`config.mk`:
```
export PLATFORM = sky130hd
export DESIGN_NAME = keyExpand
export DESIGN_NICKNAME = d
export VERILOG_FILES = /design/src/aesPkg.sv /design/src/sBox.sv /design/src/keyExpand.sv
export VERILOG_INCLUDE_DIRS = /design/src
export SDC_FILE = /design/constraint.sdc
export NUM_CORES = 2
export LEC_CHECK = 0
export BUFFER_PORTS_ARGS = -buffer_cell sky130_fd_sc_hd__buf_2
export CAP_MARGIN = 20
export CORE_MARGIN = 4
export CORE_UTILIZATION = 40
export DETAILED_ROUTE_END_ITERATION = 6
export PLACE_DENSITY_LB_ADDON = 0.2
export SLEW_MARGIN = 25
export SYNTH_ARGS = -nofsm -noshare
export SYNTH_HDL_FRONTEND = slang
export SYNTH_SLANG_ARGS = --single-unit
```
`constraint.sdc`:
```
create_clock -name clk -period 16.02 [get_ports clk]
set_input_delay 0.801 -clock clk [delete_from_list [all_inputs] [get_ports clk]]
set_output_delay 0.801 -clock clk [all_outputs]
set_load 0.005 [all_outputs]
```
`src/aes_cfg.svh`:
```
`ifndef AES_CFG_SVH
`define AES_CFG_SVH

`define AES_ROUNDS     10   // cipher rounds for a 128-bit key.
`define AES_BLOCK_BITS 128  // one state block.
`define AES_KEY_BITS   128  // cipher key and round keys.

// wide enough to hold AES_ROUNDS.
`define AES_ROUND_BITS 4

`endif

```
`src/aesPkg.sv`:
```
`include "aes_cfg.svh"

package aesPkg;

    // byte 0 is the leftmost byte, column c holds bytes 4c to 4c+3.
    typedef logic [0:`AES_BLOCK_BITS/8-1][7:0] aesState_t;
    typedef logic [0:`AES_KEY_BITS/8-1][7:0] aesKey_t;

    typedef struct packed {
        aesKey_t   key;        // cipher key.
        aesState_t plainText;  // block to encrypt.
    } aesReq_t;

    typedef struct packed {
        aesState_t cipherText;
    } aesResp_t;

    typedef enum logic [1:0] {
        phIdle,     // waiting for req.
        phBusy,     // one round per clock.
        phDone,     // raises ack.
        phRelease   // holds ack until req drops.
    } aesPhase_t;

    // multiply by x in GF(2^8), reduced by the AES polynomial.
    function automatic logic [7:0] xtime(input logic [7:0] b);
        return {b[6:0], 1'b0} ^ (b[7] ? 8'h1b : 8'h00);
    endfunction

endpackage

```
`src/sBox.sv`:
```
`timescale 1ns/1ns

module sBox
(
    input  logic [7:0] inByte,
    output logic [7:0] outByte
);

    logic [7:0] inverse;

    // shift-and-add product in GF(2^8).
    function automatic logic [7:0] gfMul(input logic [7:0] a, input logic [7:0] b);
        logic [7:0] acc;
        logic [7:0] term;
        acc = 8'h00;
        term = a;
        for (int i = 0; i < 8; i++)
        begin
            if (b[i])
                acc = acc ^ term;
            term = aesPkg::xtime(term);
        end
        return acc;
    endfunction

    // x^254 equals x^-1 for nonzero x, and 0 stays 0.
    // collects x^2 * x^4 * ... * x^128.
    function automatic logic [7:0] gfInverse(input logic [7:0] x);
        logic [7:0] square;
        logic [7:0] acc;
        square = x;
        acc = 8'h01;
        for (int i = 1; i < 8; i++)
        begin
            square = gfMul(square, square);  // x^(2^i).
            acc = gfMul(acc, square);
        end
        return acc;
    endfunction

    assign inverse = gfInverse(inByte);

    // affine transform, b ^ rotl1 ^ rotl2 ^ rotl3 ^ rotl4 ^ 63h.
    assign outByte = inverse
                   ^ {inverse[6:0], inverse[7]}
                   ^ {inverse[5:0], inverse[7:6]}
                   ^ {inverse[4:0], inverse[7:5]}
                   ^ {inverse[3:0], inverse[7:4]}
                   ^ 8'h63;

endmodule

```
`src/keyExpand.sv`:
```
`timescale 1ns/1ns

module keyExpand
(
    input  logic            clk,
    input  logic            resetn,
    input  logic            load,
    input  logic            step,
    input  aesPkg::aesKey_t cipherKey,
    output aesPkg::aesKey_t roundKey
);

    aesPkg::aesKey_t keyReg;
    aesPkg::aesKey_t nextKey;
    logic [7:0]      rcon;
    logic [0:3][7:0] subWord;
    logic [0:3][7:0] keyTemp;

    // SubWord(RotWord(w3)), rotated order is bytes 13, 14, 15, 12.
    for (genvar i = 0; i < 4; i++)
    begin : gSubWord
        sBox sBox_i
        (
            .inByte  (keyReg[12 + (i + 1) % 4]),
            .outByte (subWord[i])
        );
    end

    assign keyTemp = {subWord[0] ^ rcon, subWord[1], subWord[2], subWord[3]};

    // each word chains off the one before it.
    always_comb
    begin
        for (int b = 0; b < 4; b++)
            nextKey[b] = keyReg[b] ^ keyTemp[b];
        for (int w = 1; w < 4; w++)
            for (int b = 0; b < 4; b++)
                nextKey[4*w + b] = keyReg[4*w + b] ^ nextKey[4*(w - 1) + b];
    end

    assign roundKey = nextKey;  // key for the round that steps next.

    always_ff @(posedge clk or negedge resetn)
    begin
        if (!resetn)
        begin
            keyReg <= '0;
            rcon <= 8'h00;
        end
        else if (load)
        begin
            keyReg <= cipherKey;
            rcon <= 8'h01;  // restarts for every block.
        end
        else if (step)
        begin
            keyReg <= nextKey;
            rcon <= aesPkg::xtime(rcon);
        end
    end

endmodule

```
==> impl_results.md <==
* TritonRoute pass-1 iters at 6
* Storage cell area at 3410 um2
* R2r worst-path depth at 59
* Buf/Inv on CP at 13
* Final Net Count at 9164
* Gpl congestion at 0.928
* Vias at 61200
* Warnings, synthesis at 0
* Tightest Pin Transition at 1.06 ns
* Final Hold Vio Count at 0
* Synth cell types at 115
* Vias per cell at 5.53
* CP dominant cell by count: buf_4
* CTS max path bufs at 2
* WL per Instance at 19.5 um
* H-tree depth at 4
* Setup WS pre-CTS at -1.12 ns
* Clock Latency Late Sink at 0.54 ns
* Post-synth EDFFs at 0
* CP endpoint kind: primary output
* Fill count at 14800
* Top delay family on crit path: XOR/XNOR gates
* Dpl cell area at 69100 um2
* Largest net degree at the start of global routing at 121
* Register bit total from synthesis at 136
* Fraction of layout cells with a size suffix above 1 at 24.5%
* Slowest stage delay, CP at 0.55 ns
* Crit path required time at 15.22 ns
* FP Rows at 144
* Top FF cell, synth: dfrtp_1
* Min Hold Slack at 0.334 ns
* Initial Utilization at 40.2%
* Met3 wire length at 13.6 mm
* Root Driver: clkbuf_16
* Levels on crit path at 61
* Setup ws final at 0.410 ns
* Ports at 260
* Slew HR at 28.8%
* Die Ht at 402 um
* Arr. time, crit path at 14.81 ns
* ANT nets after route at 0
* CTS tree: done
* Multi-input gate area at 60700 um2
* Net Count, Synth at 8424
* Layout Skew at 0.0309 ns
* CP Class: register to primary output
* Status: completed
* Largest fanout on the critical path at 25
* Die W at 402 um
* First-pass GRT wire length at 331 mm
* Hold Crit Class: input port to async pin
* Clock sinks at 136
* Slowest-stage cell, CP: xnor3_2
* Area growth, synth to finish at 24.1%
* Core Box Area at 154000 um2
* Count leader, synth: xnor2_1
* Initial antenna violation count at 8
* Main area contributors after synthesis: xnor2_1 24%, xnor3_1 10%, xor2_1 9.2%
* Setup TNS at 0 ns
* Min Tclk post-route at 15.61 ns
* Met2 wire len at 98.5 mm
* # DRC at 0
* Final WL at 216 mm
* HPWL Detailed at 161 mm
* Syn Inst Count at 8273
* Post-synthesis async set-or-reset flop share at 100%
* Post-synthesis sequential area ratio at 5.49%
* Yosys top cell area share at 23.9%
* Die Area at 161000 um2
* FMAX at 64.1 MHz
* Commonest cells in the netlist: 1690 x xnor2_1, 1060 x nand2_1, 1058 x nor2_1
* Crit start category: register
* M1 wire length at 99.8 mm
* Post-Syn Area at 62000 um2
* Fin crit share at 97.4%
* Final Max Slew Viols at 0
* Starting DRC count in detailed routing at 5265
* Syn Area/Cell at 7.49 um2
* RSZ-0062 raised after global routing: yes
* Buffers on Ports at 259
* Vias in the first global route at 56900
* Design area at 76900 um2
* Yosys top cell by area: xnor2_1
* Setup violators final at 0
* Clock buffer count from CTS at 17
* Max Cap Viol at 0
* Total congestion overflow at 0
* DR top layer: met5
* Clock transition at the registers of the reported paths at 0.08 ns
* Total GRT Usage at 25.0%
[placed cells by master (no fill, tap or decap), drive strengths merged, types with 48 or more instances in the layout]
cell type / instances
xnor2: 1813
buf: 1268
nand2: 1061
nor2: 1060
xor2: 690
o21ai: 501
a21oi: 406
xnor3: 303
mux2i: 182
nor3: 170
nand3: 139
dfrtp: 136
o22ai: 105
inv: 104
a31oi: 69
nor2b: 67
a211oi: 64
nand2b: 61
a22oi: 50
mux2: 48
[worst reg2reg max path: cells and delay by family, from the launching register on]
family,cells,cell delay (ns)
simple gates,7,1.24
xor+xnor,35,9.00
buf+inv,9,1.55
flops,1,0.38
compound gates,5,1.53
fa+ha+maj,2,0.66
mux,1,0.25
[timing repair]
item                                    CTS  global route
hold buffers                              0             0
endpoints found under the setup margin  121           133
resized for setup                       217           509
setup buffers                            70           268
pin swaps                                65           255
[stage by stage]
step                cells  util (%)
floorplan            8273         -
global placement    10700      44.8
detailed placement  10700      44.9
CTS                 10800      46.5
global route        11100      49.9
finish              11100      49.9
[layout make-up]
type                    instances  share of cell area [%]
inverters                     103                   0.511
repair buffers               1269                    12.1
well taps                    2044                    3.32
flip-flops and latches        136                    4.43
clock buffers                  17                   0.553
clock inverters                15                   0.231
multi-input cells            7486                    78.9
diodes                          3                 0.00976
[routing by layer]
metal	GRT usage, %	vias up
met1	36.2	29600
li1	-	29400
met4	4.89	6
met3	2.64	214
met5	0	-
met2	40.3	2005
[cells by family (layout without fill, tap and decap cells)]
group / Yosys count / in the layout / share of synthesized area, %
buffers and inverters: 651 / 1404 / 4.41
adders and majority gates: 20 / 20 / 0.400
muxes: 232 / 232 / 3.90
and+or+nand+nor: 2790 / 2790 / 19.2
AOI/OAI and AO/OA: 1599 / 1599 / 16.2
xor gates and xnor gates: 2845 / 2845 / 50.4
DFF: 136 / 136 / 5.49
other: 0 / 3 / 0
[sequential cells by signal, summed over array words and instances, names as in the netlist]
signal / flops
keyReg: 128
rcon: 8
[final timing paths]
kind	start	end	slack [ns]
setup / recovery	keyReg[23]	roundKey[30]	0.41
hold / removal	resetn	keyReg[114]	0.33
setup reg to reg	keyReg[24]	keyReg[5]	1.20
hold reg to reg	rcon[6]	rcon[7]	0.57
max in group asynchronous	resetn	keyReg[20]	14.27
min in group clk	cipherKey[68]	keyReg[68]	0.46
Power is not shown: default switching activity piles up to over one toggle a cycle in this logic, so the estimate is an artifact.
