$ cat src/aes_cfg.svh
`ifndef AES_CFG_SVH
`define AES_CFG_SVH

`define AES_ROUNDS     10   // cipher rounds for a 128-bit key.
`define AES_BLOCK_BITS 128  // one state block.
`define AES_KEY_BITS   128  // cipher key and round keys.

// wide enough to hold AES_ROUNDS.
`define AES_ROUND_BITS 4

`endif

$ cat src/aesPkg.sv
`include "aes_cfg.svh"

package aesPkg;

    // byte 0 is the leftmost byte, column c holds bytes 4c to 4c+3.
    typedef logic [0:`AES_BLOCK_BITS/8-1][7:0] aesState_t;
    typedef logic [0:`AES_KEY_BITS/8-1][7:0] aesKey_t;

    typedef struct packed {
        aesKey_t   key;        // cipher key.
        aesState_t plainText;  // block to encrypt.
    } aesReq_t;

    typedef struct packed {
        aesState_t cipherText;
    } aesResp_t;

    typedef enum logic [1:0] {
        phIdle,     // waiting for req.
        phBusy,     // one round per clock.
        phDone,     // raises ack.
        phRelease   // holds ack until req drops.
    } aesPhase_t;

    // multiply by x in GF(2^8), reduced by the AES polynomial.
    function automatic logic [7:0] xtime(input logic [7:0] b);
        return {b[6:0], 1'b0} ^ (b[7] ? 8'h1b : 8'h00);
    endfunction

endpackage

$ cat src/aesControl.sv
`timescale 1ns/1ns

module aesControl
(
    input  logic clk,
    input  logic resetn,
    input  logic req,
    input  logic lastRound,
    output logic load,
    output logic step,
    output logic ack
);

    aesPkg::aesPhase_t phase;

    assign load = (phase == aesPkg::phIdle) && req;  // takes key and plaintext.
    assign step = (phase == aesPkg::phBusy);         // one round per cycle.

    always_ff @(posedge clk or negedge resetn)
    begin
        if (!resetn)
        begin
            phase <= aesPkg::phIdle;
            ack <= 1'b0;
        end
        else
        begin
            case (phase)
                aesPkg::phIdle:
                    if (req)
                        phase <= aesPkg::phBusy;
                aesPkg::phBusy:
                    if (lastRound)
                        phase <= aesPkg::phDone;
                aesPkg::phDone:
                begin
                    ack <= 1'b1;  // ciphertext is in the state register.
                    phase <= aesPkg::phRelease;
                end
                aesPkg::phRelease:
                    if (!req)
                    begin
                        ack <= 1'b0;
                        phase <= aesPkg::phIdle;
                    end
                default:
                    phase <= aesPkg::phIdle;
            endcase
        end
    end

    // ack only answers a request that was still held.
    ackAfterReq: assert property (@(posedge clk) disable iff (!resetn)
        $rose(ack) |-> $past(req));

    // a requester holds req until ack answers it.
    reqHeldUntilAck: assert property (@(posedge clk) disable iff (!resetn)
        $fell(req) |-> ack);

endmodule

$ cat config.mk
export PLATFORM = sky130hd
export DESIGN_NAME = aesControl
export DESIGN_NICKNAME = d
export VERILOG_FILES = /design/src/aesPkg.sv /design/src/aesControl.sv
export VERILOG_INCLUDE_DIRS = /design/src
export SDC_FILE = /design/constraint.sdc
export NUM_CORES = 1
export LEC_CHECK = 0
export BUFFER_PORTS_ARGS = -buffer_cell sky130_fd_sc_hd__buf_2
export CAP_MARGIN = 15
export CORE_AREA = 2 2 39 41
export DETAILED_ROUTE_END_ITERATION = 12
export DIE_AREA = 0 0 41 43
export PLACE_DENSITY_LB_ADDON = 0.12
export RECOVER_POWER = 100
export SLEW_MARGIN = 20
export SYNTH_ARGS = -nofsm -noshare
export SYNTH_HDL_FRONTEND = slang
export SYNTH_SLANG_ARGS = --single-unit
$ cat constraint.sdc
create_clock -name clk -period 3.2 [get_ports clk]
set_clock_uncertainty 0.05 [all_clocks]
set_input_delay 0.8 -clock clk [delete_from_list [all_inputs] [get_ports clk]]
set_output_delay 0.8 -clock clk [all_outputs]
set_load 0.02 [all_outputs]
==> key figures, run 1 <==
Outcome
  • Outcome: finished, final reports clean

GRT
  • Vias in the first global route: ~150
  • GRT Overall Usage: 5.41%
  • Initial antenna violation count: 0
  • Largest net degree at the start of global routing: 5
  • First-pass GRT wire length: 593 um
  • Grt ovf: 0

Synthesis
  • Synth top area cells: dfrtp_1, ha_1, mux2i_1
  • Yosys reg bits: 3
  • Ys async rst share: between 90% and 100%
  • Synth Instances: 20
  • Synth top area share: 34.7%
  • Cell area after synthesis: approximately 220 um2
  • Mean Syn Cell Area: 10.8 um2
  • Syn nets: 29
  • Yosys warns: 0
  • Ys flop type: dfrtp_1
  • Netlist cell types: 10
  • Count leader, synth: ha_1
  • Synth cell count leaders: ha_1, dfrtp_1, inv_1, mux2i_1, nor2_1
  • Most area-hungry cell type in the Yosys netlist: dfrtp_1
  • Number of flops mapped to enable cells by yosys: 0
  • Register area share after synthesis: 34.7%

Timing
  • Final hold vios: 0
  • RSZ-0062 raised after global routing: no
  • Fin Setup TNS: 0 ns
  • Fin. max-slew vios: 0
  • Worst-Margin Slew: 0.403 ns
  • Slew HR: 72.9%
  • Final setup viols: 0
  • Fin crit period: between 2 and 2.5 ns
  • Max Freq: 466 MHz
  • Final cycle utilization of the critical path: 67.1%

Finish
  • Share of cells above drive strength 1: 23.3%
  • Final #Nets: 40
  • # diodes: 0
  • Area grow syn2layout: 31.2%
  • Cell area after layout: 284 um2
  • Non-filler cells, final: between 40 and 50

Critical path
  • CP Cell Sequence: inv_1 > ha_1 > and2_2 > clkbuf_1
  • Worst path max stage delay: 0.40 ns
  • Crit path kind: reg2out
  • Max FO, Critical Path: 4
  • Arrival @ worst endpoint: 1.30 ns
  • CP endpoint kind: primary output
  • Required @ worst endpoint: 2.35 ns
  • CP startpoint kind: flip-flop
  • Critical path's slowest cell: dfrtp_1

Clock tree
  • CTS Buf Count: 3
  • Post-CTS resize count: 0
  • Hold Buf Count CTS: 0
  • H-tree lvl count: 1
  • Clock-pin slew on the worst setup and hold paths: approximately 0.040 ns
  • CTS root buf: clkbuf_4
  • TritonCTS clock tree: yes
  • Worst-case clock buffer depth: 2
  • Clk sinks: 3
  • Post-CTS Setup Inserts: 0
  • Clk_lat worst skew: between 0.2 and 0.25 ns

Routing
  • Via count: 160
  • Starting DRT DRC Count: 2
  • Routed vias/inst: 3.48
  • Wirelength per Cell: 8.07 um
  • DRC: 0
  • Final wirelength: 371 um
  • Final ANT Viol Nets: 0
  • First drt pass iteration count: 4

Floorplanning
  • Core Region: 1380 um2
  • Ports: 7
  • Row count: 14
  • Die extent in y: 43 um
  • Die area: 1760 um2
  • Die Width: 41 um
  • Initial Util: 15.6%

Placed design
  • Placed Cells: 42
  • GP Congestion: 0.528
  • Buffers on Ports: 6
  • Post-DP Area: 267 um2

Hold path
  • Hold WC Path Type: in2async

Pwr
  • Lkg Pwr: 0.000144 uW
  • Final Power: 292 uW
  • Int Power: 174 uW
  • PD cells: 1030 nW/um2
  • Max rail drop VDD: 118 uV
  • Switching Power: 118 uW
  • Switching share of power: between 40% and 50%
  • Gate power share: 50.7%
  • Clock Power Share: 22.3%
  • Sequential share of power: 27.1%

Job
  • Max-capacitance violation count: 0
==> cell families (layout without fill, tap and decap cells) <==
family	count (synthesis)	in the layout	synth area share, %
adders and majority gates	5	5	28.9
and+or+nand+nor	4	4	8.67
muxes	3	3	16.2
DFF	3	3	34.7
buffers and inverters	3	13	5.20
AOI/OAI and AO/OA	2	2	6.36
==> layer usage <==
metal | global-route usage [%] | share of wire (%) | wire (um)
met1 | 4.79 | 38 | 142
met2 | 8.44 | 56 | 209
met3 | 3.14 | 5.1 | 19
met4 | 4.00 | 0 | 0
met5 | 0 | 0 | 0
==> flip-flops by register name (all words and copies together) (netlist names) <==
name	cells
phase	2
ack	1
==> cells in the final DEF, fill, tap and decap left out <==
master / count
o21ai_0: 2
nor2_1: 2
mux2i_1: 2
inv_1: 3
dfrtp_1: 3
and2_2: 1
clkbuf_1: 5
mux2_4: 1
ha_1: 5
clkbuf_4: 3
buf_2: 2
nand2_1: 1
==> path summary, 6_finish.rpt <==
kind,start,to,slack (ns),depth (start not counted)
worst min-delay path,resetn,ack,0.31,1
worst max register to register,phase[1],phase[1],1.63,5
worst min register to register,ack,ack,0.46,2
min in group clk,ack,ack,0.46,2
max in group asynchronous,resetn,phase[0],2.63,1
worst max-delay path,phase[0],load,1.05,4
==> worst max-delay path: cells and delay by family (launching register included) <==
family	cells	cell delay, ns
buffers and inverters	2	0.35
and+or+nand+nor	1	0.14
adders and majority gates	1	0.18
DFF	1	0.40
==> through the flow <==
step / hold WS (ns) / setup slack, ns / util, %
global route: 0.319 / 0.946 / 20.5
CTS: 0.298 / 1.05 / 21.2
global placement: 0.492 / 1.13 / 19.3
detailed placement: 0.457 / 1.12 / 19.3
finish: 0.315 / 1.05 / 20.5
floorplan: 0.454 / 1.36 / -
==> power by group through the flow <==
| stage | clock, uW | combinational (uW) | sequential [uW] |
|---|---|---|---|
| 4_1_cts | 68.7 | 162 | 80.2 |
| 3_3_place_gp | 0 | 165 | 81.7 |
| 5_1_grt | 75.1 | 169 | 83.2 |
| 6_report | 65.1 | 148 | 79.1 |
| 3_5_place_dp | 0 | 162 | 80.3 |
| 2_1_floorplan | 0 | 119 | 81.8 |
==> cell type report <==
type,instances,area (um2)
timing repair buffer,6,25.0
multi-input combinational,14,126
sequential,3,75.1
tap,16,20.0
inverter,3,11.3
fill,165,1100
clock buffer,4,26.3
No activity file was read; power rests on OpenSTA's default activity.
==> inputs of run 2 (changes only) <==
Clock period 3.2 ns to 1.9 ns, I/O delays scaled along.
==> key figures, run 2 (same netlist as run 1, synthesis figures left out) <==
Finish
  • Sequential cell area: 75.1 um2 (unchanged)
  • Top Registers: phase: 2 flops, ack: 1 flops (unchanged)
  • Share of cells above drive strength 1: 25.8% (was 23.3%)
  • Multi-input gate area: 126 um2 (unchanged)
  • Area grow syn2layout: 36.4% (was 31.2%)
  • Fin util: 21.3% (was 20.5%)
  • Commonest cells after routing, fill and taps aside: ha_1, clkbuf_1, inv_1, dfrtp_1, clkbuf_4 (unchanged)
  • Most common cell after layout, fill and taps aside: ha_1
  • Top reg by flops: phase (unchanged)
  • Layout fillers: 163 (was 165)
  • Final #Nets: 41 (was 40)
  • Largest register FFs: 2 (unchanged)
  • # diodes: 0 (unchanged)

Clock tree
  • CTS Buf Count: 3 (unchanged)
  • Clk_lat worst skew: 0.23 ns (about the same)
  • TritonCTS clock tree: yes (unchanged)
  • Clock-pin slew on the worst setup and hold paths: 0.04 ns (about the same)
  • CTS root buf: clkbuf_4 (unchanged)
  • Post-CTS resize count: 0 (unchanged)
  • Worst-case clock buffer depth: 2 (unchanged)
  • Post-CTS Setup Inserts: 0 (unchanged)
  • H-tree lvl count: 1 (unchanged)
  • Clk sinks: 3 (unchanged)

Floorplanning
  • Ports: 7 (unchanged)
  • Die area: 1760 um2 (unchanged)
  • Row count: 14 (unchanged)
  • Die Width: 41 um (unchanged)
  • Die extent in y: 43 um (unchanged)
  • Initial Util: 15.6% (unchanged)
  • Core Region: 1380 um2 (unchanged)

Job
  • Max-capacitance violation count: 0 (unchanged)

Timing
  • Max Freq: 566 MHz
  • RSZ-0062 raised after global routing: no (unchanged)
  • Fin Setup TNS: 0 ns (unchanged)
  • Setup WS post-layout: 0.134 ns (was 1.05 ns)
  • Slew HR: 72.5% (was 72.9%)
  • Final hold vios: 0 (unchanged)
  • Worst-Margin Slew: 0.408 ns (was 0.403 ns)
  • Final setup viols: 0 (unchanged)
  • Fin crit period: 1.77 ns
  • Fin. max-slew vios: 0 (unchanged)
  • Final cycle utilization of the critical path: 93.0%

Placed design
  • GP Congestion: 0.567 (was 0.528)
  • Pre-CTS WS: 0.362 ns (was 1.12 ns)
  • Detailed placer's ending HPWL: about 320 um
  • Buffers on Ports: 6 (unchanged)

Routing
  • Via count: 167 (was 160)
  • Final wirelength: 389 um (was 371 um)
  • DRC: 0 (unchanged)
  • Starting DRT DRC Count: 0 (was 2)
  • Final ANT Viol Nets: 0 (unchanged)
  • First drt pass iteration count: 1 (was 4)
  • Routed vias/inst: 3.55 (was 3.48)
  • Wirelength per Cell: 8.28 um (was 8.07 um)

GRT
  • Met3 Use GR: 1.57% (was 3.14%)
  • M1 GR Usage: 4.84% (was 4.79%)
  • Initial antenna violation count: 0 (unchanged)
  • First-pass GRT wire length: 607 um (was 593 um)
  • Grt ovf: 0 (unchanged)
  • GR peak layer: met2 (unchanged)
  • GRT Overall Usage: 5.23% (was 5.41%)
  • M2 GR Usage: 8.75% (was 8.44%)
  • Largest net degree at the start of global routing: 5 (unchanged)
  • Vias in the first global route: 169 (was 154)

Pwr
  • Lkg Pwr: 0.000152 uW (was 0.000144 uW)
  • PD cells: 1690 nW/um2 (was 1030 nW/um2)
  • Max rail drop VDD: 189 uV (was 118 uV)
  • Final Power: 499 uW (was 292 uW)

Critical path
  • CP endpoint kind: primary output (unchanged)
  • Reg-to-Reg End: phase[1] (unchanged)
  • Arrival @ worst endpoint: 1.24 ns (was 1.30 ns)
  • Required @ worst endpoint: 1.37 ns (was 2.35 ns)
  • CP Cell Sequence: inv_1 > ha_1 > and2_2 > clkbuf_2 (was inv_1 > ha_1 > and2_2 > clkbuf_1)
  • Critical path's slowest cell: dfrtp_1 (unchanged)
  • Worst path max stage delay: 0.37 ns (was 0.40 ns)
  • CP startpoint kind: flip-flop (unchanged)
  • Crit path kind: reg2out (unchanged)
  • Flop2flop setup slack: 0.32 ns (was 1.63 ns)
  • Number of buffers and inverters on the critical path: 2 (unchanged)
  • Top delay family on crit path: flip-flops (unchanged)
  • RR Startpoint: phase[1] (unchanged)
  • Max FO, Critical Path: 4 (unchanged)
  • R2R cell count: 5 (unchanged)

Hold path
  • Hold EP: ack
  • Worst hold start: req
  • Hold path depth: 3
  • Hold WC Path Type: in2reg (was in2async)

Outcome
  • Outcome: finished, final reports clean (unchanged)
-- run 2: cell count changes in the layout (fill, tap and decap cells not counted) --
cell           before  now
dlygate4sd3_1       0    1
clkbuf_2            0    1
clkbuf_1            5    4
-- run 2: worst register-to-register path: cells and delay by family (launching register included) --
kind | cells | cell delay, ns
DFF | 1 | 0.40
AOI/OAI and AO/OA | 1 | 0.35
muxes | 1 | 0.34
adders and majority gates | 1 | 0.17
buffers and inverters | 2 | 0.15
-- run 2: how the worst max path moves through the flow --
stage,from,endpoint,slack (ns),cells past startpoint
6_report,phase[0],load,0.13,4
2_1_floorplan,phase[1],phase[1],0.41,5
3_3_place_gp,phase[1],load,0.38,4
5_1_grt,phase[0],load,0.07,4
3_5_place_dp,phase[0],load,0.36,4
4_1_cts,phase[0],load,0.12,4
-- run 2: routing by layer --
metal  vias to the layer above  routed length [um]
met5                         -                   0
met4                         0                   0
met3                         0                  22
met2                         4                 208
met1                        77                 158
li1                         86                   -
-- run 2: timing repair --
item	in CTS	in global routing
hold buffers	1	0
endpoints found under the hold margin	3	0
setup endpoints to repair	0	0
-- run 2: final cells by class --
type / instances / area share [%]
Multi-Input combinational cell: 14 / 42.8
Tap cell: 16 / 6.78
Inverter: 3 / 3.81
Timing Repair Buffer: 7 / 12.3
Sequential cell: 3 / 25.4
Clock buffer: 4 / 8.90
-- run 2: where the power goes --
part	internal (uW)	switching [uW]	total, uW
logic	118	142	260
clock network	78.6	31.4	110
registers	100	29.2	129
total	296	203	499
-- run 2: through the flow --
step / hold WS, ns / cell area (um2) / std cells
floorplan: 0.129 / 216 / 20
global placement: 0.228 / 267 / 42
detailed placement: 0.224 / 267 / 42
CTS: 0.465 / 303 / 47
global route: 0.470 / 295 / 47
finish: 0.457 / 295 / 47
