`config.mk`:
```
export PLATFORM = sky130hd
export DESIGN_NAME = roundCounter
export DESIGN_NICKNAME = d
export VERILOG_FILES = /design/src/roundCounter.sv
export VERILOG_INCLUDE_DIRS = /design/src
export SDC_FILE = /design/constraint.sdc
export NUM_CORES = 1
export LEC_CHECK = 0
export BUFFER_PORTS_ARGS = -buffer_cell sky130_fd_sc_hd__clkbuf_2
export CORE_AREA = 2 2 39 41
export DETAILED_ROUTE_END_ITERATION = 6
export DIE_AREA = 0 0 41 43
export SLEW_MARGIN = 40
export SYNTH_ARGS = -nofsm -noshare
export SYNTH_HDL_FRONTEND = slang
export SYNTH_SLANG_ARGS = --single-unit
export TNS_END_PERCENT = 1
```
`constraint.sdc`:
```
create_clock -name clk -period 3.8 [get_ports clk]
set_clock_uncertainty 0.05 [all_clocks]
set_input_delay 0.57 -clock clk [delete_from_list [all_inputs] [get_ports clk]]
set_output_delay 0.57 -clock clk [all_outputs]
set_load 0.02 [all_outputs]
```
`src/aes_cfg.svh`:
```
`ifndef AES_CFG_SVH
`define AES_CFG_SVH

`define AES_ROUNDS     10   // cipher rounds for a 128-bit key.
`define AES_BLOCK_BITS 128  // one state block.
`define AES_KEY_BITS   128  // cipher key and round keys.

// wide enough to hold AES_ROUNDS.
`define AES_ROUND_BITS 4

`endif

```
`src/roundCounter.sv`:
```
`timescale 1ns/1ns

`include "aes_cfg.svh"

module roundCounter
(
    input  logic clk,
    input  logic resetn,
    input  logic load,
    input  logic step,
    output logic lastRound,
    output logic finalRound
);

    localparam logic [`AES_ROUND_BITS-1:0] oneRound = 1;
    localparam logic [`AES_ROUND_BITS-1:0] lastIndex = `AES_ROUNDS;

    logic [`AES_ROUND_BITS-1:0] count;

    assign finalRound = (count == lastIndex);  // round without MixColumns.
    assign lastRound = step && finalRound;      // this step ends the cipher.

    always_ff @(posedge clk or negedge resetn)
    begin
        if (!resetn)
            count <= '0;
        else if (load)
            count <= oneRound;
        else if (step)
            count <= finalRound ? '0 : count + oneRound;  // back to 0 once done.
    end

    // no round runs past the last one before the next load.
    stepAfterLoad: assert property (@(posedge clk) disable iff (!resetn)
        step |-> count != '0);

endmodule

```
==> reports/summary.log, run 1 <==
qor: global_route.grt_pass1_vias 193
qor: route.dr_total_vias 198
qor: critical_path.worst_setup_path_startpoint count[0]
qor: critical_path.worst-endpoint-arrival 1.47 ns
qor: route.remaining_drc_errors 0
qor: synthesis.synth.yosys.seq_area_share 40.6%
qor: sta.final_period_minus_worst_setup_slack 2.09 ns
qor: synthesis.complex_gate_fraction_of_the_synthesized_area 24.9%
qor: critical_path.minimum_setup_slack_among_reg_to_reg_paths 2.42 ns
qor: power_and_ir_drop.peakVddDrop 133 uV
qor: route.final_antenna_net_count 0
qor: layout.layout_top_registers count: 4 flops
qor: layout.design.final.nets 41
qor: power_and_ir_drop.net-switching-power 0.0250 mW
qor: critical_path.worst-r2r-cell-count 4
qor: clocking.htree_levels 1
qor: clocking.clock_insertion_delay_worst_skew 0.23 ns
qor: sta.fin_ws 1.71 ns
qor: critical_path.worst_setup_path_endpoint lastRound
qor: critical_path.critPathLaunchType flop
qor: layout.n_antenna_cell 0
qor: placement.globalplace.congestion 0.660
qor: synthesis.yosysUniqueCellTypes 16
qor: synthesis.synth.cell_area 246 sq um
qor: status.outcome complete, no violations
qor: layout.synthToLayoutAreaGrowth 27.4%
qor: synthesis.synth_top_cells_by_area sky130_fd_sc_hd__dfrtp_1, sky130_fd_sc_hd__ha_1, sky130_fd_sc_hd__a21oi_1, sky130_fd_sc_hd__o31ai_2, sky130_fd_sc_hd__nand2_1
qor: floorplan.die-height 43 um
qor: job.timing.max_cap.violations 0
qor: critical_path.crit_required 3.18 ns
qor: floorplan.full_die_area 1760 sq um
qor: sta.hold_violations 0
qor: route.vias_per_cell 4.04
qor: power_and_ir_drop.power.combinational.fraction 11.8%
qor: synthesis.synth_simple_gate_area_share 21.3%
qor: synthesis.yosys.area.top_type sky130_fd_sc_hd__dfrtp_1
qor: synthesis.yosys_most_used_dff sky130_fd_sc_hd__dfrtp_1
qor: clocking.cts.repair_timing.setup_buffer_count 0
qor: synthesis.synth-seq-cells 4
qor: synthesis.synthesis.instances 25
qor: global_route.grt.total_usage 6.76%
qor: critical_path.worst-setup-path-type flop to output pin
qor: synthesis.synth_top_cells_by_count sky130_fd_sc_hd__dfrtp_1, sky130_fd_sc_hd__a21oi_1, sky130_fd_sc_hd__nand2_1
qor: power_and_ir_drop.seq_power_share 43.2%
qor: synthesis.synth_enable_flop_cells 0
qor: sta.rsz_0062_raised_after_global_routing false
qor: sta.slew_headroom 80.6%
qor: sta.timing.setup.tns 0 ns
qor: placement.post-place-ws 1.95 ns
qor: clocking.tritoncts_num_sinks 4
qor: synthesis.post-synth-top-count-cell sky130_fd_sc_hd__dfrtp_1
qor: sta.report.final.slew_viol_count 0
qor: synthesis.synthesized_netlist_net_count 31
qor: synthesis.synth_async_sr_flop_share 100%
qor: floorplan.die_w 41 um
qor: floorplan.core 1380 sq um
qor: power_and_ir_drop.cellPowerDensity 357 nW/um^2
qor: synthesis.dominant_combinational_cell_family_by_area_after_synthesis compound AO/OA/AOI/OAI gates
qor: sta.max_clock_freq 0.478 GHz
qor: clocking.clk_pin_slew_worst_paths 0.04 ns
qor: power_and_ir_drop.switching_share 22.3%
qor: placement.portBuffers 5
qor: critical_path.worstSetupEndpointType output pin
qor: layout.largest_register_ff_count 4
qor: global_route.global_route.overflow_total 0
qor: route.detail_route.wl_per_cell 10.1 um
qor: power_and_ir_drop.intPower 0.0871 mW
qor: route.detailedRoute.firstIterationViolations 0
qor: sta.report.final.setup_viol 0
qor: global_route.grt_first_pass_wirelength 738 um
qor: critical_path.r2r-end count[0]
qor: layout.registers.top_by_ff_count count
qor: global_route.number_of_antenna_violations_at_the_first_check_in_global_routing 0
qor: clocking.ctsLongestPathBuffers 2
qor: placement.place_hpwl 391 um
qor: synthesis.yosys.area.top_type_share 40.6%
qor: route.postRouteWirelength 494 um
qor: synthesis.synthesis.yosys.warnings 0
qor: floorplan.placementRows 14
qor: critical_path.r2r_start count[0]
qor: hold_path.holdCritPathClass input port to async pin
qor: critical_path.maximum_fanout_along_the_worst_path 6
qor: clocking.cts_buffers 3
qor: floorplan.design.portCount 6
qor: clocking.cts_tree built
qor: sta.worst_pin_slew 0.288 ns
qor: sta.final_min_period_over_clock_period 55.0%
qor: clocking.resize_count_post_cts 0
qor: synthesis.synth_fa_ha_area_share 10.2%
qor: clocking.cts_root_buffer sky130_fd_sc_hd__clkbuf_4
qor: route.length_of_the_first_detailed_routing_pass_in_iterations 1
qor: synthesis.yosys.area_share.xor_xnor 0%
qor: synthesis.synth.avg_cell_area 9.86 sq um
qor: layout.drive_above_1_share 30.3%
qor: clocking.ctsHoldBuffers 0
qor: global_route.maximum_number_of_pins_on_one_net_before_global_route_repair 7
qor: synthesis.mux_cell_area_share_after_synthesis 0%
qor: power_and_ir_drop.power.static_leakage 0.155 nW
qor: power_and_ir_drop.clockPowerShare 45.0%
qor: floorplan.floorplan.initialDensity 17.8%
-- cell type report --
type | instances | area, sq um
fill | 148 | 1070
tap | 16 | 20.0
timing repair buffer | 5 | 25.0
multi-input combinational | 19 | 139
sequential | 4 | 100
inverter | 2 | 7.51
clock buffer | 3 | 22.5
-- logic make-up after synthesis --
group	count (synthesis)
AOI/OAI and AO/OA	9
adders and majority gates	2
buffers and inverters	2
DFF	4
and+or+nand+nor	8
-- per-layer routing --
layer	track usage, %	wire length [um]	vias up
li1	-	-	106
met2	7.81	212	6
met4	8.00	0	0
met1	8.82	254	86
met3	1.57	26	0
met5	0	0	-
-- stage by stage --
step                      utilization (%)  power [mW]  std cells  instance area, sq um  hold slack (ns)
after floorplan                         -      0.0565         25                   246            0.224
after global placement               21.1      0.0619         46                   292            0.329
after detailed placement             21.1      0.0622         46                   292            0.329
after CTS                            22.7       0.116         49                   314           0.0791
after global routing                 22.7       0.121         49                   314           0.0822
final                                22.7       0.112         49                   314           0.0872
-- power groups by stage --
stage | sequential [mW] | clock [mW] | combinational [mW]
after floorplan | 0.0480 | 0 | 0.00855
after global placement | 0.0486 | 0 | 0.0134
after detailed placement | 0.0487 | 0 | 0.0135
after CTS | 0.0482 | 0.0545 | 0.0135
after global routing | 0.0487 | 0.0572 | 0.0150
final | 0.0484 | 0.0504 | 0.0133
-- layout by cell type (no fill, tap or decap) --
cell type	netlist	routed
sky130_fd_sc_hd__ha_1	2	2
sky130_fd_sc_hd__or2b_1	1	1
sky130_fd_sc_hd__a211o_1	1	1
sky130_fd_sc_hd__clkbuf_4	0	3
sky130_fd_sc_hd__inv_1	2	2
sky130_fd_sc_hd__o21ai_1	1	1
sky130_fd_sc_hd__a21boi_0	1	1
sky130_fd_sc_hd__and4b_1	1	1
sky130_fd_sc_hd__o21ai_0	1	1
sky130_fd_sc_hd__clkbuf_2	0	5
sky130_fd_sc_hd__and2_1	1	1
sky130_fd_sc_hd__nand2_1	3	3
sky130_fd_sc_hd__a21oi_1	3	3
sky130_fd_sc_hd__dfrtp_1	4	4
sky130_fd_sc_hd__o31ai_2	1	1
sky130_fd_sc_hd__and2b_1	1	1
sky130_fd_sc_hd__and3b_2	1	1
sky130_fd_sc_hd__o31ai_1	1	1
-- how the worst min path moves through the flow --
stage	depth (start not counted)	slack, ns	end
2_1_floorplan	0	0.22	count[0]
3_3_place_gp	1	0.33	count[3]
3_5_place_dp	1	0.33	count[2]
4_1_cts	1	0.08	count[2]
5_1_grt	1	0.08	count[2]
6_report	1	0.09	count[2]
-- critical path, stage by stage, from the launching register on --
cell and delay, ns:
sky130_fd_sc_hd__dfrtp_1 0.41, sky130_fd_sc_hd__inv_1 0.06, sky130_fd_sc_hd__ha_1 0.22, sky130_fd_sc_hd__and3b_2 0.25, sky130_fd_sc_hd__and2_1 0.15, sky130_fd_sc_hd__clkbuf_2 0.15
(Power assumes the default switching activity.)
==> run 2, diff against run 1 <==
==> constraint.sdc (replaced) <==
create_clock -name clk -period 1.8 [get_ports clk]
set_clock_uncertainty 0.05 [all_clocks]
set_input_delay 0.27 -clock clk [delete_from_list [all_inputs] [get_ports clk]]
set_output_delay 0.27 -clock clk [all_outputs]
set_load 0.02 [all_outputs]
==> run 2 against run 1 <==
Compared with the run above: register-to-register slack got worse by 1.9 ns; global-route usage rose by 0.10 points; critical endpoint unchanged; die area did not move; first-iteration DRC count rose by 2; utilization rose by 1.3 points; sequential power rose by 110%; sequential cell count did not move; combinational power rose by 150%; non-clock buffer count rose by 2; power rose by 110%; largest cell class unchanged; cell count rose by 4.1%.
==> reports/summary.log, run 2 (synthesis results as in run 1) <==
qor: layout.finish.cell_count_without_fillers 51
qor: floorplan.full_die_area 1760 sq um
qor: sta.hold_violations 0
qor: global_route.global_route.overflow_total 0
qor: critical_path.worst-endpoint-arrival 1.41 ns
qor: sta.final_period_minus_worst_setup_slack 1.73 ns
qor: global_route.grt_first_pass_wirelength 786 um
qor: global_route.number_of_antenna_violations_at_the_first_check_in_global_routing 0
qor: layout.commonest_non_fill_non_tap_cell_in_the_layout sky130_fd_sc_hd__clkbuf_2
qor: global_route.maximum_number_of_pins_on_one_net_before_global_route_repair 7
qor: critical_path.worstSetupEndpointType output pin
qor: power_and_ir_drop.p_total 0.240 mW
qor: job.timing.max_cap.violations 0
qor: critical_path.critPathLaunchType flop
qor: floorplan.placementRows 14
qor: clocking.clk_pin_slew_worst_paths 0.04 ns
qor: layout.registers.top_by_ff_count count
qor: placement.globalplace.congestion 0.687
qor: critical_path.buffering_stage_count_on_the_worst_path_with_inverters_included 1
qor: layout.fin_area 332 sq um
qor: route.detail_route.wl_per_cell 8.63 um
qor: critical_path.crit_slowest_cell sky130_fd_sc_hd__dfrtp_1
qor: route.remaining_drc_errors 0
qor: clocking.htree_levels 1
qor: route.dr_total_vias 212
qor: sta.report.final.slew_viol_count 0
qor: layout.largest_register_ff_count 4
qor: hold_path.holdCritPathClass input port to flop
qor: layout.n_antenna_cell 0
qor: clocking.ctsLongestPathBuffers 2
qor: route.vias_per_cell 4.16
qor: sta.max_clock_freq 0.579 GHz
qor: layout.design.final.nets 43
qor: clocking.clock_insertion_delay_worst_skew 0.23 ns
qor: critical_path.worst_path_largest_cell_delay 0.41 ns
qor: floorplan.core 1380 sq um
qor: critical_path.maximum_fanout_along_the_worst_path 5
qor: power_and_ir_drop.cellPowerDensity 723 nW/um^2
qor: floorplan.floorplan.initialDensity 17.8%
qor: sta.final_min_period_over_clock_period 95.9%
qor: floorplan.die_w 41 um
qor: critical_path.cp_top_family simple AND/OR/NAND/NOR gates
qor: placement.postPlaceCellArea 292 sq um
qor: status.outcome complete, no violations
qor: sta.fin_ws 0.0731 ns
qor: route.postRouteWirelength 440 um
qor: global_route.grt_pass1_vias 204
qor: layout.layout_common_cells sky130_fd_sc_hd__clkbuf_2, sky130_fd_sc_hd__dfrtp_1, sky130_fd_sc_hd__nand2_1, sky130_fd_sc_hd__a21oi_1, sky130_fd_sc_hd__clkbuf_4
qor: placement.place_hpwl 358 um
qor: sta.report.final.setup_viol 0
qor: sta.rsz_0062_raised_after_global_routing false
qor: critical_path.crit_required 1.48 ns
qor: route.detailedRoute.firstIterationViolations 2
qor: layout.layout_top_registers count: 4 flops
qor: global_route.grt.total_usage 6.86%
qor: floorplan.design.portCount 6
qor: power_and_ir_drop.power.static_leakage 0.164 nW
qor: route.length_of_the_first_detailed_routing_pass_in_iterations 2
qor: placement.post-place-ws 0.262 ns
qor: critical_path.crit_path_cell_trace ha_1, and3b_2, and2_1, clkbuf_2
qor: sta.timing.setup.tns 0 ns
qor: layout.drive_above_1_share 31.4%
qor: critical_path.worst-setup-path-type flop to output pin
qor: power_and_ir_drop.peakVddDrop 240 uV
qor: layout.synthToLayoutAreaGrowth 34.5%
qor: clocking.cts_root_buffer sky130_fd_sc_hd__clkbuf_4
qor: route.final_antenna_net_count 0
qor: placement.place_inst 46
qor: clocking.tritoncts_num_sinks 4
qor: clocking.cts_tree built
qor: placement.portBuffers 5
qor: floorplan.die-height 43 um
qor: sta.worst_pin_slew 0.242 ns
qor: layout.fillerInstances 160
qor: clocking.cts_buffers 3
qor: sta.slew_headroom 83.7%
[run 2: cell count changes in the layout (fill, tap and decap cells not counted), sizes merged]
cell and change:
buf +1, dlygate4sd3 +1
[run 2: layout make-up]
type | instances | area (sq um) | share of cell area, %
clock buffer | 3 | 22.5 | 6.79
inverter | 2 | 7.51 | 2.26
multi-input combinational | 19 | 139 | 41.9
sequential | 4 | 100 | 30.2
tap | 16 | 20.0 | 6.04
timing repair buffer | 7 | 42.5 | 12.8
[run 2: worst paths after layout]
kind | startpoint | to | slack [ns] | depth (start not counted)
setup / recovery | count[1] | lastRound | 0.07 | 4
hold / removal | load | count[3] | 0.21 | 2
setup reg to reg | count[1] | count[1] | 0.48 | 4
hold reg to reg | count[3] | count[3] | 0.53 | 2
max in group asynchronous | resetn | count[2] | 1.25 | 2
min in group asynchronous | resetn | count[0] | 0.33 | 2
[run 2: power breakdown]
| part | switching [mW] | total [mW] | internal, mW |
|---|---|---|---|
| logic | 0.0157 | 0.0330 | 0.0173 |
| clock network | 0.0323 | 0.107 | 0.0743 |
| registers | 0.00474 | 0.100 | 0.0956 |
| total | 0.0527 | 0.240 | 0.187 |
[run 2: routing by layer]
layer,track usage [%],routed length (um),vias up
met5,0,0,-
met4,6.00,0,0
met3,3.14,27,0
met2,8.44,187,6
met1,8.50,225,96
li1,-,-,110
[run 2: timing repair]
item,in CTS,in global routing
hold buffers,1,0
setup buffers,1,0
endpoints found under the hold margin,4,0
endpoints found under the setup margin,1,0
resized for setup,0,0
[run 2: metrics by stage]
stage | util [%] | hold WS [ns]
after floorplan | - | -0.0756
after global placement | 21.1 | 0.0288
after detailed placement | 21.1 | 0.0311
after CTS | 24.0 | 0.202
after global routing | 24.0 | 0.216
final | 24.0 | 0.211
==> run 3, diff against run 2 <==
==> constraint.sdc (replaced) <==
create_clock -name clk -period 1.45 [get_ports clk]
set_clock_uncertainty 0.05 [all_clocks]
set_input_delay 0.2175 -clock clk [delete_from_list [all_inputs] [get_ports clk]]
set_output_delay 0.2175 -clock clk [all_outputs]
set_load 0.02 [all_outputs]
==> run 3 against run 2 <==
Compared with the run above: the run now ends with setup timing left; power increased by 31%; non-clock buffer count increased by 5; worst hold slack got worse by 0.061 ns; global-route usage shrank 0.30 points; clock-buffer cell count did not move; routed wire length up 12%; sequential power up 23%; die area unchanged; clock power increased by 22%; largest cell class unchanged; highest routed layer unchanged.
==> reports/summary.log, run 3 (synthesis results as in run 1) <==
qor: status.outcome finished with violations
qor: status.failed_checks setup timing
qor: clocking.ctsLongestPathBuffers 2
qor: floorplan.placementRows 14
qor: sta.timing.setup.tns -0.121 ns
qor: floorplan.design.portCount 6
qor: power_and_ir_drop.p_total 0.313 mW
qor: placement.place_hpwl 353 um
qor: global_route.grt_pass1_vias 187
qor: global_route.number_of_antenna_violations_at_the_first_check_in_global_routing 0
qor: power_and_ir_drop.power.static_leakage 0.194 nW
qor: sta.report.final.slew_viol_count 0
qor: floorplan.floorplan.initialDensity 17.8%
qor: layout.registers.top_by_ff_count count
qor: layout.largest_register_ff_count 4
qor: sta.fin_ws -0.0918 ns
qor: layout.layout_top_registers count: 4 flops
qor: power_and_ir_drop.switching_share 22.4%
qor: clocking.tritoncts_num_sinks 4
qor: sta.worst_pin_slew 0.197 ns
qor: route.final_antenna_net_count 0
qor: global_route.met2_track_utilization_from_global_routing 7.50%
qor: sta.max_clock_freq 0.649 GHz
qor: clocking.clk_pin_slew_worst_paths 0.03 ns
qor: critical_path.buffering_stage_count_on_the_worst_path_with_inverters_included 2
qor: placement.portBuffers 5
qor: power_and_ir_drop.power.combinational.fraction 18.9%
qor: route.detailedRoute.firstIterationViolations 0
qor: critical_path.cp_top_family flip-flops
qor: global_route.grt_first_pass_wirelength 710 um
qor: critical_path.worst-endpoint-arrival 1.27 ns
qor: clocking.clock_insertion_delay_worst_skew 0.23 ns
qor: layout.fin_area 400 sq um
qor: floorplan.core 1380 sq um
qor: job.timing.max_cap.violations 0
qor: sta.rsz_0062_raised_after_global_routing true
qor: global_route.global_route.usage.met3 1.57%
qor: critical_path.maximum_fanout_along_the_worst_path 3
qor: critical_path.worst-setup-path-type flop to output pin
qor: power_and_ir_drop.intPower 0.243 mW
qor: clocking.cts_root_buffer sky130_fd_sc_hd__clkbuf_4
qor: route.vias_per_cell 4.09
qor: route.remaining_drc_errors 0
qor: global_route.grt_most_used_layer met1
qor: layout.layout_common_cells sky130_fd_sc_hd__buf_4, sky130_fd_sc_hd__clkbuf_4, sky130_fd_sc_hd__dfrtp_1
qor: sta.hold_violations 0
qor: layout.drive_above_1_share 47.5%
qor: global_route.global_route.overflow_total 0
qor: global_route.gr-usage-met1 8.50%
qor: power_and_ir_drop.net-switching-power 0.0700 mW
qor: floorplan.full_die_area 1760 sq um
qor: sta.final_min_period_over_clock_period 106%
qor: power_and_ir_drop.peakVddDrop 303 uV
qor: layout.synthToLayoutAreaGrowth 62.4%
qor: clocking.htree_levels 1
qor: floorplan.die-height 43 um
qor: placement.postPlaceCellArea 307 sq um
qor: critical_path.crit_slowest_cell sky130_fd_sc_hd__dfrtp_1
qor: power_and_ir_drop.cellPowerDensity 782 nW/um^2
qor: route.dr_total_vias 229
qor: floorplan.die_w 41 um
qor: sta.final_period_minus_worst_setup_slack 1.54 ns
qor: power_and_ir_drop.seq_power_share 39.2%
qor: clocking.cts_buffers 3
qor: layout.commonest_non_fill_non_tap_cell_in_the_layout sky130_fd_sc_hd__buf_4
qor: critical_path.crit_required 1.18 ns
qor: sta.final.hold.worst_slack 0.149 ns
qor: critical_path.worstSetupEndpointType output pin
qor: route.length_of_the_first_detailed_routing_pass_in_iterations 1
qor: critical_path.crit_path_cell_trace inv_1, ha_2, and3b_2, and2_4, buf_8
qor: sta.slew_headroom 86.8%
qor: layout.design.final.nets 48
qor: global_route.maximum_number_of_pins_on_one_net_before_global_route_repair 7
qor: critical_path.critPathLaunchType flop
qor: route.postRouteWirelength 494 um
qor: layout.n_antenna_cell 0
qor: placement.globalplace.congestion 0.783
qor: global_route.grt.total_usage 6.56%
qor: clocking.cts_tree built
qor: power_and_ir_drop.clockPowerShare 41.9%
qor: hold_path.holdCritPathClass input port to flop
qor: route.detail_route.wl_per_cell 8.82 um
qor: critical_path.worst_path_largest_cell_delay 0.36 ns
qor: sta.report.final.setup_viol 3
[run 3: through the flow]
stage	utilization, %	cells	setup slack (ns)
2_1_floorplan	-	25	0.0277
3_3_place_gp	22.2	48	0.0625
3_5_place_dp	22.2	48	0.0487
4_1_cts	26.8	54	-0.117
5_1_grt	28.9	56	-0.157
6_report	28.9	56	-0.0918
[run 3: cell type report]
cell class              instances  area [sq um]
clock buffers                   3          22.5
fillers                       150           983
inverters                       2          7.51
multi-input cells              19           158
flip-flops and latches          4           100
well taps                      16          20.0
repair buffers                 12          92.6
[run 3: what timing repair did]
item,4_1_cts,5_1_grt
gates resized for setup,5,3
endpoints found under the setup margin,2,2
hold buffers,1,0
buffers inserted,2,2
pin swaps,2,0
endpoints found under the hold margin,4,0
[run 3: power groups by stage]
stage               logic [mW]  clock network (mW)  registers, mW
floorplan               0.0224                   0          0.126
global placement        0.0443                   0          0.124
detailed placement      0.0444                   0          0.124
CTS                     0.0489               0.139          0.123
global route            0.0648               0.153          0.123
finish                  0.0592               0.131          0.123
[run 3: final timing paths]
path | from | endpoint | slack, ns | cells past startpoint
setup / recovery | count[0] | lastRound | -0.09 | 5
hold / removal | load | count[2] | 0.15 | 2
setup reg to reg | count[1] | count[1] | -0.01 | 6
hold reg to reg | count[2] | count[2] | 0.51 | 2
max in group asynchronous | resetn | count[1] | 0.95 | 2
min in group asynchronous | resetn | count[2] | 0.28 | 2
[run 3: per-layer routing]
metal / share of wire [%] / wire length [um] / up-vias
met5: 0 / 0 / -
met2: 50 / 245 / 6
met1: 45 / 222 / 103
li1: - / - / 120
met4: 0 / 0 / 0
met3: 5.5 / 27 / 0
